`config.mk`:
```
export PLATFORM = sky130hd
export DESIGN_NAME = archie_support_top
export DESIGN_NICKNAME = d
export VERILOG_FILES = /design/src/source/archie_pkg.sv /design/src/source/archie_support_top.sv /design/src/source/mem_arbiter.sv /design/src/source/loader_port.sv /design/src/source/vidc_pll_reconfig.sv /design/src/source/clk_enable_gen.sv
export SDC_FILE = /design/constraint.sdc
export NUM_CORES = 1
export LEC_CHECK = 0
export BUFFER_PORTS_ARGS = -buffer_cell sky130_fd_sc_hd__buf_4
export CORE_MARGIN = 3
export CORE_UTILIZATION = 33
export DETAILED_ROUTE_END_ITERATION = 8
export HOLD_SLACK_MARGIN = 0.03
export PLACE_DENSITY = 0.6
export SYNTH_ARGS = -nofsm -noshare
export SYNTH_HDL_FRONTEND = slang
export SYNTH_HIERARCHICAL = 1
export SYNTH_SLANG_ARGS = --single-unit
```
`constraint.sdc`:
```
create_clock -name clk_sys -period 2.67 [get_ports clk_sys]
set_clock_uncertainty 0.2 [all_clocks]
set_input_delay 0.1335 -clock clk_sys [delete_from_list [all_inputs] [get_ports clk_sys]]
set_output_delay 0.1335 -clock clk_sys [all_outputs]
set_load 0.1 [all_outputs]
```
`src/source/archie_pkg.sv`:
```
package archie_pkg;

	// memory bus
	typedef logic [31:0] word_t;
	typedef logic [3:0]  sel_t;
	typedef logic [25:0] bus_addr_t;

	// core side address, core bits 26 down to 2
	typedef logic [24:0] core_addr_t;

	// download side
	typedef logic [7:0]  byte_t;
	typedef logic [23:0] loader_addr_t;
	typedef logic [7:0]  dio_index_t;

	// pixel base clock: 01 = 25 MHz, 10 = 36 MHz, anything else = 24 MHz
	typedef logic [1:0]  pixclk_sel_t;

	typedef enum logic [1:0] {
		RC_IDLE = 2'b00,
		RC_PREP = 2'b01,
		RC_WAIT = 2'b10,
		RC_RUN  = 2'b11
	} reconfig_state_t;

	// image indices that land in system memory
	localparam dio_index_t LOADER_IDX_OS  = 8'd1;
	localparam dio_index_t LOADER_IDX_AUX = 8'd2;

	// the PLL comes up in the 36 MHz setting
	localparam pixclk_sel_t PIXCLK_RESET_SEL = 2'b10;

endpackage
```
`src/source/archie_support_top.sv`:
```
`timescale 1ns/1ps

module archie_support_top import archie_pkg::*; #(
	parameter int CLKEN_PERIOD     = 20,
	parameter int RECONFIG_TIMEOUT = 1000
) (
	input  logic         clk_sys,
	input  logic         rst_i,
	// clock enables for the core
	output logic         clk2m_en_o,
	output logic         clk8m_en_o,
	// download port
	input  logic         downloading_i,
	input  dio_index_t   dio_index_i,
	input  logic         ioctl_wr_i,
	input  loader_addr_t ioctl_addr_i,
	input  byte_t        ioctl_dout_i,
	output logic         rom_ready_o,
	// core memory master
	input  logic         core_stb_i,
	input  logic         core_we_i,
	input  sel_t         core_sel_i,
	input  core_addr_t   core_adr_i,
	input  word_t        core_dat_i,
	output logic         core_ack_o,
	output logic         core_reset_o,
	input  logic         ram_ready_i,
	input  logic         reset_button_i,
	// memory bus
	output logic         mem_stb_o,
	output logic         mem_cyc_o,
	output logic         mem_we_o,
	output sel_t         mem_sel_o,
	output bus_addr_t    mem_adr_o,
	output word_t        mem_dat_o,
	input  logic         mem_ack_i,
	// video PLL reconfig engine
	input  pixclk_sel_t  pixclk_sel_i,
	input  logic         busy_i,
	input  logic         rom_q_24_i,
	input  logic         rom_q_25_i,
	input  logic         rom_q_36_i,
	output logic         rom_q_o,
	output logic         write_from_rom_o,
	output logic         reconfig_o,
	output logic         reconfig_reset_o,
	output logic         vidc_clk_ena_o
);

	logic      loader_active;
	logic      loader_stb;
	sel_t      loader_sel;
	bus_addr_t loader_addr;
	word_t     loader_data;
	logic      loader_ack;

	clk_enable_gen #(
		.CLKEN_PERIOD (CLKEN_PERIOD)
	) u_clk_enable_gen (
		.clk_sys    (clk_sys),
		.rst_i      (rst_i),
		.clk2m_en_o (clk2m_en_o),
		.clk8m_en_o (clk8m_en_o)
	);

	vidc_pll_reconfig #(
		.RECONFIG_TIMEOUT (RECONFIG_TIMEOUT)
	) u_vidc_pll_reconfig (
		.clk_sys          (clk_sys),
		.rst_i            (rst_i),
		.pixclk_sel_i     (pixclk_sel_i),
		.busy_i           (busy_i),
		.rom_q_24_i       (rom_q_24_i),
		.rom_q_25_i       (rom_q_25_i),
		.rom_q_36_i       (rom_q_36_i),
		.rom_q_o          (rom_q_o),
		.write_from_rom_o (write_from_rom_o),
		.reconfig_o       (reconfig_o),
		.reconfig_reset_o (reconfig_reset_o),
		.vidc_clk_ena_o   (vidc_clk_ena_o)
	);

	loader_port u_loader_port (
		.clk_sys         (clk_sys),
		.rst_i           (rst_i),
		.downloading_i   (downloading_i),
		.dio_index_i     (dio_index_i),
		.ioctl_wr_i      (ioctl_wr_i),
		.ioctl_addr_i    (ioctl_addr_i),
		.ioctl_dout_i    (ioctl_dout_i),
		.loader_ack_i    (loader_ack),
		.loader_active_o (loader_active),
		.loader_stb_o    (loader_stb),
		.loader_sel_o    (loader_sel),
		.loader_addr_o   (loader_addr),
		.loader_data_o   (loader_data),
		.rom_ready_o     (rom_ready_o)
	);

	mem_arbiter u_mem_arbiter (
		.loader_active_i (loader_active),
		.loader_stb_i    (loader_stb),
		.loader_sel_i    (loader_sel),
		.loader_addr_i   (loader_addr),
		.loader_data_i   (loader_data),
		.rom_ready_i     (rom_ready_o),
		.core_stb_i      (core_stb_i),
		.core_we_i       (core_we_i),
		.core_sel_i      (core_sel_i),
		.core_adr_i      (core_adr_i),
		.core_dat_i      (core_dat_i),
		.mem_ack_i       (mem_ack_i),
		.ram_ready_i     (ram_ready_i),
		.reset_button_i  (reset_button_i),
		.rst_i           (rst_i),
		.mem_stb_o       (mem_stb_o),
		.mem_cyc_o       (mem_cyc_o),
		.mem_we_o        (mem_we_o),
		.mem_sel_o       (mem_sel_o),
		.mem_adr_o       (mem_adr_o),
		.mem_dat_o       (mem_dat_o),
		.loader_ack_o    (loader_ack),
		.core_ack_o      (core_ack_o),
		.core_reset_o    (core_reset_o)
	);

endmodule

```
`src/source/mem_arbiter.sv`:
```
`timescale 1ns/1ps

module mem_arbiter import archie_pkg::*; (
	input  logic       loader_active_i,
	input  logic       loader_stb_i,
	input  sel_t       loader_sel_i,
	input  bus_addr_t  loader_addr_i,
	input  word_t      loader_data_i,
	input  logic       rom_ready_i,
	input  logic       core_stb_i,
	input  logic       core_we_i,
	input  sel_t       core_sel_i,
	input  core_addr_t core_adr_i,
	input  word_t      core_dat_i,
	input  logic       mem_ack_i,
	input  logic       ram_ready_i,
	input  logic       reset_button_i,
	input  logic       rst_i,
	output logic       mem_stb_o,
	output logic       mem_cyc_o,
	output logic       mem_we_o,
	output sel_t       mem_sel_o,
	output bus_addr_t  mem_adr_o,
	output word_t      mem_dat_o,
	output logic       loader_ack_o,
	output logic       core_ack_o,
	output logic       core_reset_o
);

	bus_addr_t core_bus_adr;

	// core index 0 is address bit 2, keep byte address bits 23..2
	assign core_bus_adr = {2'b00, core_adr_i[21:0], 2'b00};

	always_comb begin
		if (loader_active_i) begin
			mem_stb_o = loader_stb_i;
			mem_cyc_o = loader_stb_i;
			mem_we_o  = 1'b1;       // loader only writes
			mem_sel_o = loader_sel_i;
			mem_adr_o = loader_addr_i;
			mem_dat_o = loader_data_i;
		end else begin
			mem_stb_o = core_stb_i;
			mem_cyc_o = core_stb_i; // cyc follows stb on the core side
			mem_we_o  = core_we_i;
			mem_sel_o = core_sel_i;
			mem_adr_o = core_bus_adr;
			mem_dat_o = core_dat_i;
		end
	end

	// ack goes back to whoever owns the bus
	assign loader_ack_o = loader_active_i & mem_ack_i;
	assign core_ack_o   = ~loader_active_i & mem_ack_i;

	// core held in reset until memory and rom image are both there
	assign core_reset_o = rst_i | ~ram_ready_i | ~rom_ready_i | reset_button_i;

endmodule

```
`src/source/loader_port.sv`:
```
`timescale 1ns/1ps

module loader_port import archie_pkg::*; (
	input  logic         clk_sys,
	input  logic         rst_i,
	input  logic         downloading_i,
	input  dio_index_t   dio_index_i,
	input  logic         ioctl_wr_i,
	input  loader_addr_t ioctl_addr_i,
	input  byte_t        ioctl_dout_i,
	input  logic         loader_ack_i,
	output logic         loader_active_o,
	output logic         loader_stb_o,
	output sel_t         loader_sel_o,
	output bus_addr_t    loader_addr_o,
	output word_t        loader_data_o,
	output logic         rom_ready_o
);

	logic         active_d;
	loader_addr_t wr_addr;  // captured with the write
	byte_t        wr_byte;

	// only OS and aux images go to memory
	assign loader_active_o = downloading_i &&
	                         (dio_index_i == LOADER_IDX_OS || dio_index_i == LOADER_IDX_AUX);

	always_ff @(posedge clk_sys) begin
		if (rst_i) begin
			loader_stb_o <= 1'b0;
			active_d     <= 1'b0;
			rom_ready_o  <= 1'b0;
		end else begin
			active_d <= loader_active_o;
			if (active_d && !loader_active_o)
				rom_ready_o <= 1'b1; // sticky until reset
			if (ioctl_wr_i && loader_active_o)
				loader_stb_o <= 1'b1;
			else if (loader_ack_i)
				loader_stb_o <= 1'b0;
		end
	end

	// payload held for the whole request
	always_ff @(posedge clk_sys) begin
		if (ioctl_wr_i && loader_active_o) begin
			wr_addr <= ioctl_addr_i;
			wr_byte <= ioctl_dout_i;
		end
	end

	// one lane per byte offset
	always_comb begin
		case (wr_addr[1:0])
			2'b00:   loader_sel_o = 4'b0001;
			2'b01:   loader_sel_o = 4'b0010;
			2'b10:   loader_sel_o = 4'b0100;
			default: loader_sel_o = 4'b1000;
		endcase
	end

	assign loader_addr_o = {2'b00, wr_addr[23:2], 2'b00};
	assign loader_data_o = {4{wr_byte}}; // memory picks the lane by sel

endmodule

```
`src/source/vidc_pll_reconfig.sv`:
```
`timescale 1ns/1ps

module vidc_pll_reconfig import archie_pkg::*; #(
	parameter int RECONFIG_TIMEOUT = 1000
) (
	input  logic        clk_sys,
	input  logic        rst_i,
	input  pixclk_sel_t pixclk_sel_i,
	input  logic        busy_i,
	input  logic        rom_q_24_i,
	input  logic        rom_q_25_i,
	input  logic        rom_q_36_i,
	output logic        rom_q_o,
	output logic        write_from_rom_o,
	output logic        reconfig_o,
	output logic        reconfig_reset_o,
	output logic        vidc_clk_ena_o
);

	reconfig_state_t state;
	pixclk_sel_t     sel_d;   // select the PLL is currently set up for
	logic [9:0]      timer;

	// settings stream comes from the ROM matching the requested clock
	always_comb begin
		case (pixclk_sel_i)
			2'b01:   rom_q_o = rom_q_25_i;
			2'b10:   rom_q_o = rom_q_36_i;
			default: rom_q_o = rom_q_24_i;
		endcase
	end

	always_ff @(posedge clk_sys) begin
		if (rst_i) begin
			state            <= RC_IDLE;
			sel_d            <= PIXCLK_RESET_SEL;
			timer            <= '0;
			vidc_clk_ena_o   <= 1'b0;
			write_from_rom_o <= 1'b0;
			reconfig_o       <= 1'b0;
			reconfig_reset_o <= 1'b0;
		end else begin
			// pulses by default
			write_from_rom_o <= 1'b0;
			reconfig_o       <= 1'b0;
			reconfig_reset_o <= 1'b0;

			case (state)
				RC_IDLE: begin
					vidc_clk_ena_o <= 1'b1;
					sel_d          <= pixclk_sel_i;
					if (sel_d != pixclk_sel_i) begin
						vidc_clk_ena_o   <= 1'b0; // stop pixel clocks while retuning
						write_from_rom_o <= 1'b1;
						state            <= RC_PREP;
					end
				end
				RC_PREP: state <= RC_WAIT; // engine needs a cycle to latch the rom write
				RC_WAIT: begin
					if (!busy_i) begin
						reconfig_o <= 1'b1;
						timer      <= 10'(RECONFIG_TIMEOUT);
						state      <= RC_RUN;
					end
				end
				RC_RUN: begin
					timer <= timer - 1'b1;
					if (timer == 10'd1) begin
						// engine stuck busy, kick it
						reconfig_reset_o <= 1'b1;
						state            <= RC_IDLE;
					end
					if (!reconfig_o && !busy_i)
						state <= RC_IDLE;
				end
				default: state <= RC_IDLE;
			endcase
		end
	end

endmodule

```
`src/source/clk_enable_gen.sv`:
```
`timescale 1ns/1ps

module clk_enable_gen #(
	parameter int CLKEN_PERIOD = 20
) (
	input  logic clk_sys,
	input  logic rst_i,
	output logic clk2m_en_o,
	output logic clk8m_en_o
);

	localparam int CNT_W   = $clog2(CLKEN_PERIOD);
	localparam int QUARTER = CLKEN_PERIOD / 4;

	logic [CNT_W-1:0] clken_cnt;
	logic             cnt_wrap;
	logic             quarter_hit;

	assign cnt_wrap = (clken_cnt == CNT_W'(CLKEN_PERIOD - 1));

	// four evenly spaced phases per period
	assign quarter_hit = (clken_cnt == CNT_W'(0))           ||
	                     (clken_cnt == CNT_W'(QUARTER))     ||
	                     (clken_cnt == CNT_W'(2 * QUARTER)) ||
	                     (clken_cnt == CNT_W'(3 * QUARTER));

	always_ff @(posedge clk_sys) begin
		if (rst_i) begin
			clken_cnt  <= '0;
			clk2m_en_o <= 1'b0;
			clk8m_en_o <= 1'b0;
		end else begin
			clken_cnt  <= cnt_wrap ? '0 : clken_cnt + 1'b1;
			clk2m_en_o <= (clken_cnt == CNT_W'(0)); // slow phase only
			clk8m_en_o <= quarter_hit;
		end
	end

endmodule

```
# Yosys cells after proc, flatten, opt, wreduce, memory -nomap -nowiden
# Cells that the tools add are included.
# Widths: inputs -> output; s select.
[op_classes]
bitwise_logic = 11
add_sub_neg = 2
n_eq_ne = 18
n_mux = 20
reduce_logical = 22
[op_table]
columns = ["operator", "n"]
rows = [
  ["$mux 32", 1],
  ["$mux 24", 1],
  ["$pmux 10 s2", 1],
  ["$pmux 4 s3", 1],
  ["$eq 10x1->1 const B", 1],
  ["$eq 5x4->1 const B", 2],
  ["$mux 10", 1],
  ["$sub 10x1->10 const B", 1],
  ["$eq 2x2->1 const B", 4],
  ["$eq 8x1->1 const B", 1],
  ["$eq 8x2->1 const B", 1],
  ["$mux 1", 8],
  ["$mux 2", 4],
  ["$pmux 2 s4", 1],
  ["$reduce_or 2->1", 4],
  ["$eq 2x1->1 const B", 3],
  ["$not 1->1", 6],
  ["$add 5x1->5 const B", 1],
  ["$eq 5x3->1 const B", 1],
  ["$eq 5x5->1 const B", 1],
  ["$logic_not 5->1", 1],
  ["$logic_and 1x1->1", 4],
  ["$logic_not 2->1", 2],
  ["$logic_or 1x1->1", 4],
  ["12 further kinds", 18],
]
[totals]
inputBits = 116
out_inout_bits = 75
register_bits = 60
wordCells = 88

# Depth between registers and ports, before layout
[depth]
word_depth = 6
depth_mapped = 7

# Cells and area by module
# Netlist, hierarchy kept.
[modules_own_cells]
columns = ["module", "area_per_inst_um2", "cells_each", "seq_area_each_um2", "n_inst"]
rows = [
  ["loader_port", 1515.2, 102, 1021.0, 1],
  ["vidc_pll_reconfig", 967.2, 108, 360.3, 1],
  ["mem_arbiter", 905.9, 75, 0.0, 1],
  ["clk_enable_gen", 322.8, 34, 140.1, 1],
]

# Worst setup path after synthesis
# No wires, ideal clock.
[synth_timing]
path_type = "input port to output port"
start = "input pixclk_sel_i[0]"
end = "output rom_q_o"
cell_stages = 3
arrival_time_ps = 2572
required_ps = 2336
path_buffers = 0
setup_slack_ps = -236
path_cell_list = "inv_1 > ha_1 > o21ai_0"
[synth_via]
elab_chain_len = 2
elab_cells_between_ends = 3
classes_between = "eq/ne (2); mux (1)"
[synth_rtl]
columns = ["item", "line_no", "source"]
rows = [
  ["start, declared", "archie_support_top.sv:38", "input pixclk_sel_t pixclk_sel_i,"],
  ["$eq 2x2->1 / $eq 2x1->1 (equally long branches)", "vidc_pll_reconfig.sv:26", "case (pixclk_sel_i)"],
  ["$pmux 1 s2 (*)", "vidc_pll_reconfig.sv:26", ""],
  ["end, declared", "archie_support_top.sv:43", "output logic rom_q_o,"],
]
# Mark *: on every way between the ends. The rest lies on a longest branch, timed or not.

# Final worst setup path
[layout_timing]
start = "input dio_index_i[3]"
end = "output mem_dat_o[0]"
[layout_via]
elab_chain_len = 4
elab_cells_between_ends = 5
classes_between = "eq/ne (2); mux (1); reduce/logical (2)"
[layout_rtl]
columns = ["item", "line_no", "source"]
rows = [
  ["start, declared", "archie_support_top.sv:14", "input dio_index_t dio_index_i,"],
  ["$eq 8x1->1 / $eq 8x2->1 (equally long branches)", "loader_port.sv:26", "(dio_index_i == LOADER_IDX_OS || dio_index_i == LOADER_IDX_AUX);"],
  ["$logic_or 1x1->1 (*)", "loader_port.sv:26", ""],
  ["$logic_and 1x1->1 (*)", "loader_port.sv:25", "assign loader_active_o = downloading_i &&"],
  ["via loader_active", "archie_support_top.sv:50", "logic loader_active;"],
  ["$mux 32 (*)", "mem_arbiter.sv:36", "if (loader_active_i) begin"],
  ["end, declared", "archie_support_top.sv:35", "output word_t mem_dat_o,"],
]
# The timed path passes the listed nets; every way through them passes the cells marked *.

==> impl_metrics.json <==
{
  "place_area_um2": 4900,
  "netlist_top_cells_count": "buf_4, edfxtp_1, mux2_4, dfxtp_1, mux2_2",
  "final-hold-violation-count": 0,
  "final_cell_area_um2": 5620,
  "run_status": "completed",
  "grt_overflow": 0,
  "viasPerCell": 4.50,
  "synth_edf_count": 32,
  "place_inst": 590,
  "pin_count": 191,
  "antenna_cells": 0,
  "seq_area_frac_synth_pct": 41.0,
  "syn_inst": 319,
  "clk_pin_slew_ns": 0.05,
  "slew_viol_final": 0,
  "core_um2": 10900,
  "finalSetupViolCount": 0,
  "instances_no_fill": 648,
  "cts_made_buffers": 9,
  "dr_wl_met3_um": 708,
  "met2_length_um": 4860,
  "place.gp.congestion": 0.821,
  "hp-class": "input port to register",
  "crit_arrival_ns": 2.07,
  "initial_core_util_pct": 33.9,
  "wl_per_cell_um": 14.5,
  "path_class": "input port to output port",
  "async_flop_share_pct": 0,
  "clkSinkCount": 60,
  "dr.pass1.iters": 5,
  "cpPeakStageDelay_ns": 0.57,
  "vias": 2919,
  "antenna_found_initial": 0,
  "post-route-min-period_ns": 2.40,
  "cts_root_buf": "clkbuf_16",
  "grt_setup_unrepaired": "false",
  "clock_latency_ns": 0.32,
  "crit_path_max_fanout": 24,
  "die_area_um2": 12600,
  "nets": 632,
  "clockBufferDepth": 2,
  "path_buf_inv": 4,
  "syn_to_final_growth_pct": 51.4,
  "htree_levels": 3,
  "ys.warnings.count": 6,
  "yosysMostFrequentCell": "buf_4",
  "die_y_um": 112,
  "post-dp-hpwl_um": 7090,
  "core.rowCount": 38,
  "grt_pass1_wl_um": 14700,
  "leakagePower_nw": 2.48,
  "tritoncts": "built",
  "wl_met1_um": 3780,
  "synthTopCellsByArea": "edfxtp_1, dfxtp_1, mux2_4, buf_4, mux2_2",
  "start_kind": "input port",
  "io_buffers": 183,
  "slew_headroom_pct": 36.5,
  "highest_layer": "met4",
  "cts_resized": 0,
  "finalSetupTns_ns": 0,
  "grt_pass1_vias": 2921,
  "wirelength_um": 9390,
  "ir_drop_v": 0.000466,
  "cellPowerDensity_nw_per_um2": 645,
  "worstMarginPinSlew_ns": 0.959,
  "ys_ff_latch": 60,
  "drive_gt1_share_pct": 53.5,
  "cpMaxStageDelayCell": "or4b_4",
  "cp.required_ns": 2.34,
  "drc_errors": 0,
  "synth_cell_types": 53,
  "crit_family": "buffers and inverters",
  "grt_use_total_pct": 14.5,
  "syn-mean-instance-area_um2": 11.6,
  "synth_top_area_cell": "edfxtp_1",
  "drtIter0Drc": 106,
  "crit_chain": "buf_4 -> or4b_4 -> nor3_2 -> buf_12 -> buf_12 -> mux2_2 -> buf_4",
  "fmaxAchievable_mhz": 416,
  "cap_violations": 0,
  "drt.antenna.violating_nets": 0,
  "synth_flop_cell": "edfxtp_1",
  "fp.dieW_um": 112,
  "min_period_over_period_pct": 89.9,
  "end_kind": "output port",
  "synth_area_um2": 3710,
  "grt_max_degree": 30,
  "synth_top_area_share_pct": 25.9
}
metrics by stage:
step | utilization (%) | hold WS [ns] | worst slack [ns] | power, W
after global placement | 44.8 | 0.112 | 0.290 | 0.00246
after floorplan | - | 0.00257 | 0.158 | 0.00216
after global routing | 51.4 | 0.0854 | 0.225 | 0.00382
after detailed placement | 44.8 | 0.113 | 0.261 | 0.00248
after CTS | 51.4 | 0.0650 | 0.266 | 0.00367
final | 51.4 | 0.0731 | 0.269 | 0.00362
what timing repair did:
item	CTS	global route
hold buffers	42	0
hold endpoints to repair	52	0
buffers inserted	0	0
metal layers:
metal	GRT usage [%]	up-vias
met4	3.85	0
met2	26.5	111
met5	0	-
li1	-	1443
met1	16.6	1361
met3	4.26	4
logic make-up after synthesis:
logic type                 after synthesis  synth area share [%]
muxes                                   62                  21.7
AOI/OAI and AO/OA                       27                  5.02
adders and majority gates               13                  4.38
xor gates and xnor gates                11                  2.60
other                                    1                 0.101
and+or+nand+nor                         71                  11.4
DFF                                     60                  41.0
buffers and inverters                   74                  13.7
path summary, 6_finish.rpt:
| kind | slack (ns) | cells past startpoint | start | endpoint |
|---|---|---|---|---|
| hold reg to reg | 0.25 | 2 | u_loader_port/active_d | u_loader_port/rom_ready_o |
| setup / recovery | 0.27 | 7 | dio_index_i[3] | mem_dat_o[0] |
| setup reg to reg | 0.66 | 5 | u_vidc_pll_reconfig/timer[0] | u_vidc_pll_reconfig/state[1] |
| hold / removal | 0.07 | 4 | dio_index_i[6] | u_loader_port/rom_ready_o |
worst reg2reg max path, stage by stage (launching register included):
cell and delay [ns]:
dfxtp_1 0.39, ha_1 0.16, or4b_1 0.42, nor3_1 0.32, o211a_1 0.27, mux2i_1 0.18
registers in the layout, summed over array words and instances (netlist names):
| signal | flops |
|---|---|
| u_vidc_pll_reconfig/vidc_clk_ena_o | 1 |
| u_clk_enable_gen/clk8m_en_o | 1 |
| u_loader_port/wr_addr | 24 |
| u_loader_port/loader_stb_o | 1 |
| u_vidc_pll_reconfig/state | 2 |
| u_clk_enable_gen/clk2m_en_o | 1 |
| u_vidc_pll_reconfig/timer | 10 |
| u_vidc_pll_reconfig/reconfig_reset_o | 1 |
| u_loader_port/wr_byte | 8 |
| u_vidc_pll_reconfig/write_from_rom_o | 1 |
| u_loader_port/active_d | 1 |
| u_loader_port/rom_ready_o | 1 |
| u_vidc_pll_reconfig/sel_d | 2 |
| u_vidc_pll_reconfig/reconfig_o | 1 |
| u_clk_enable_gen/clken_cnt | 5 |
cells in the final DEF, fill, tap and decap left out, types with 2 or more instances in the layout:
master           n
mux2_2          26
clkbuf_8         2
or3_1            2
buf_12           3
edfxtp_1        32
a21oi_1         11
o21ai_0          3
and3b_1          2
nand3_1          5
nand2_1          6
clkbuf_16       10
nor2_1          14
mux2i_1          3
ha_1            13
mux2_1           3
nor4_1           2
or2_2            2
inv_1           12
buf_4          187
nor3b_1          2
nor2b_1          5
nor3_1           6
clkinv_2         2
conb_1           4
xor2_1           4
and2_1           7
mux2_4          30
dlygate4sd3_1   42
nand2b_1         5
xnor2_1          7
dfxtp_1         28
layout make-up:
type	instances	area, µm²
inverter	12	45.0
timing repair buffer	232	1880
fill	978	5320
clock buffer	13	282
sequential	60	1520
tap	140	175
clock inverter	3	16.3
multi-input combinational	188	1700
where the power goes:
group,total (W),internal (W),switching [W]
Combinational,0.00138,0.000534,0.000841
Clock,0.00111,0.000731,0.000377
Sequential,0.00114,0.00106,0.0000756
Power figures use the tool's default switching activity.
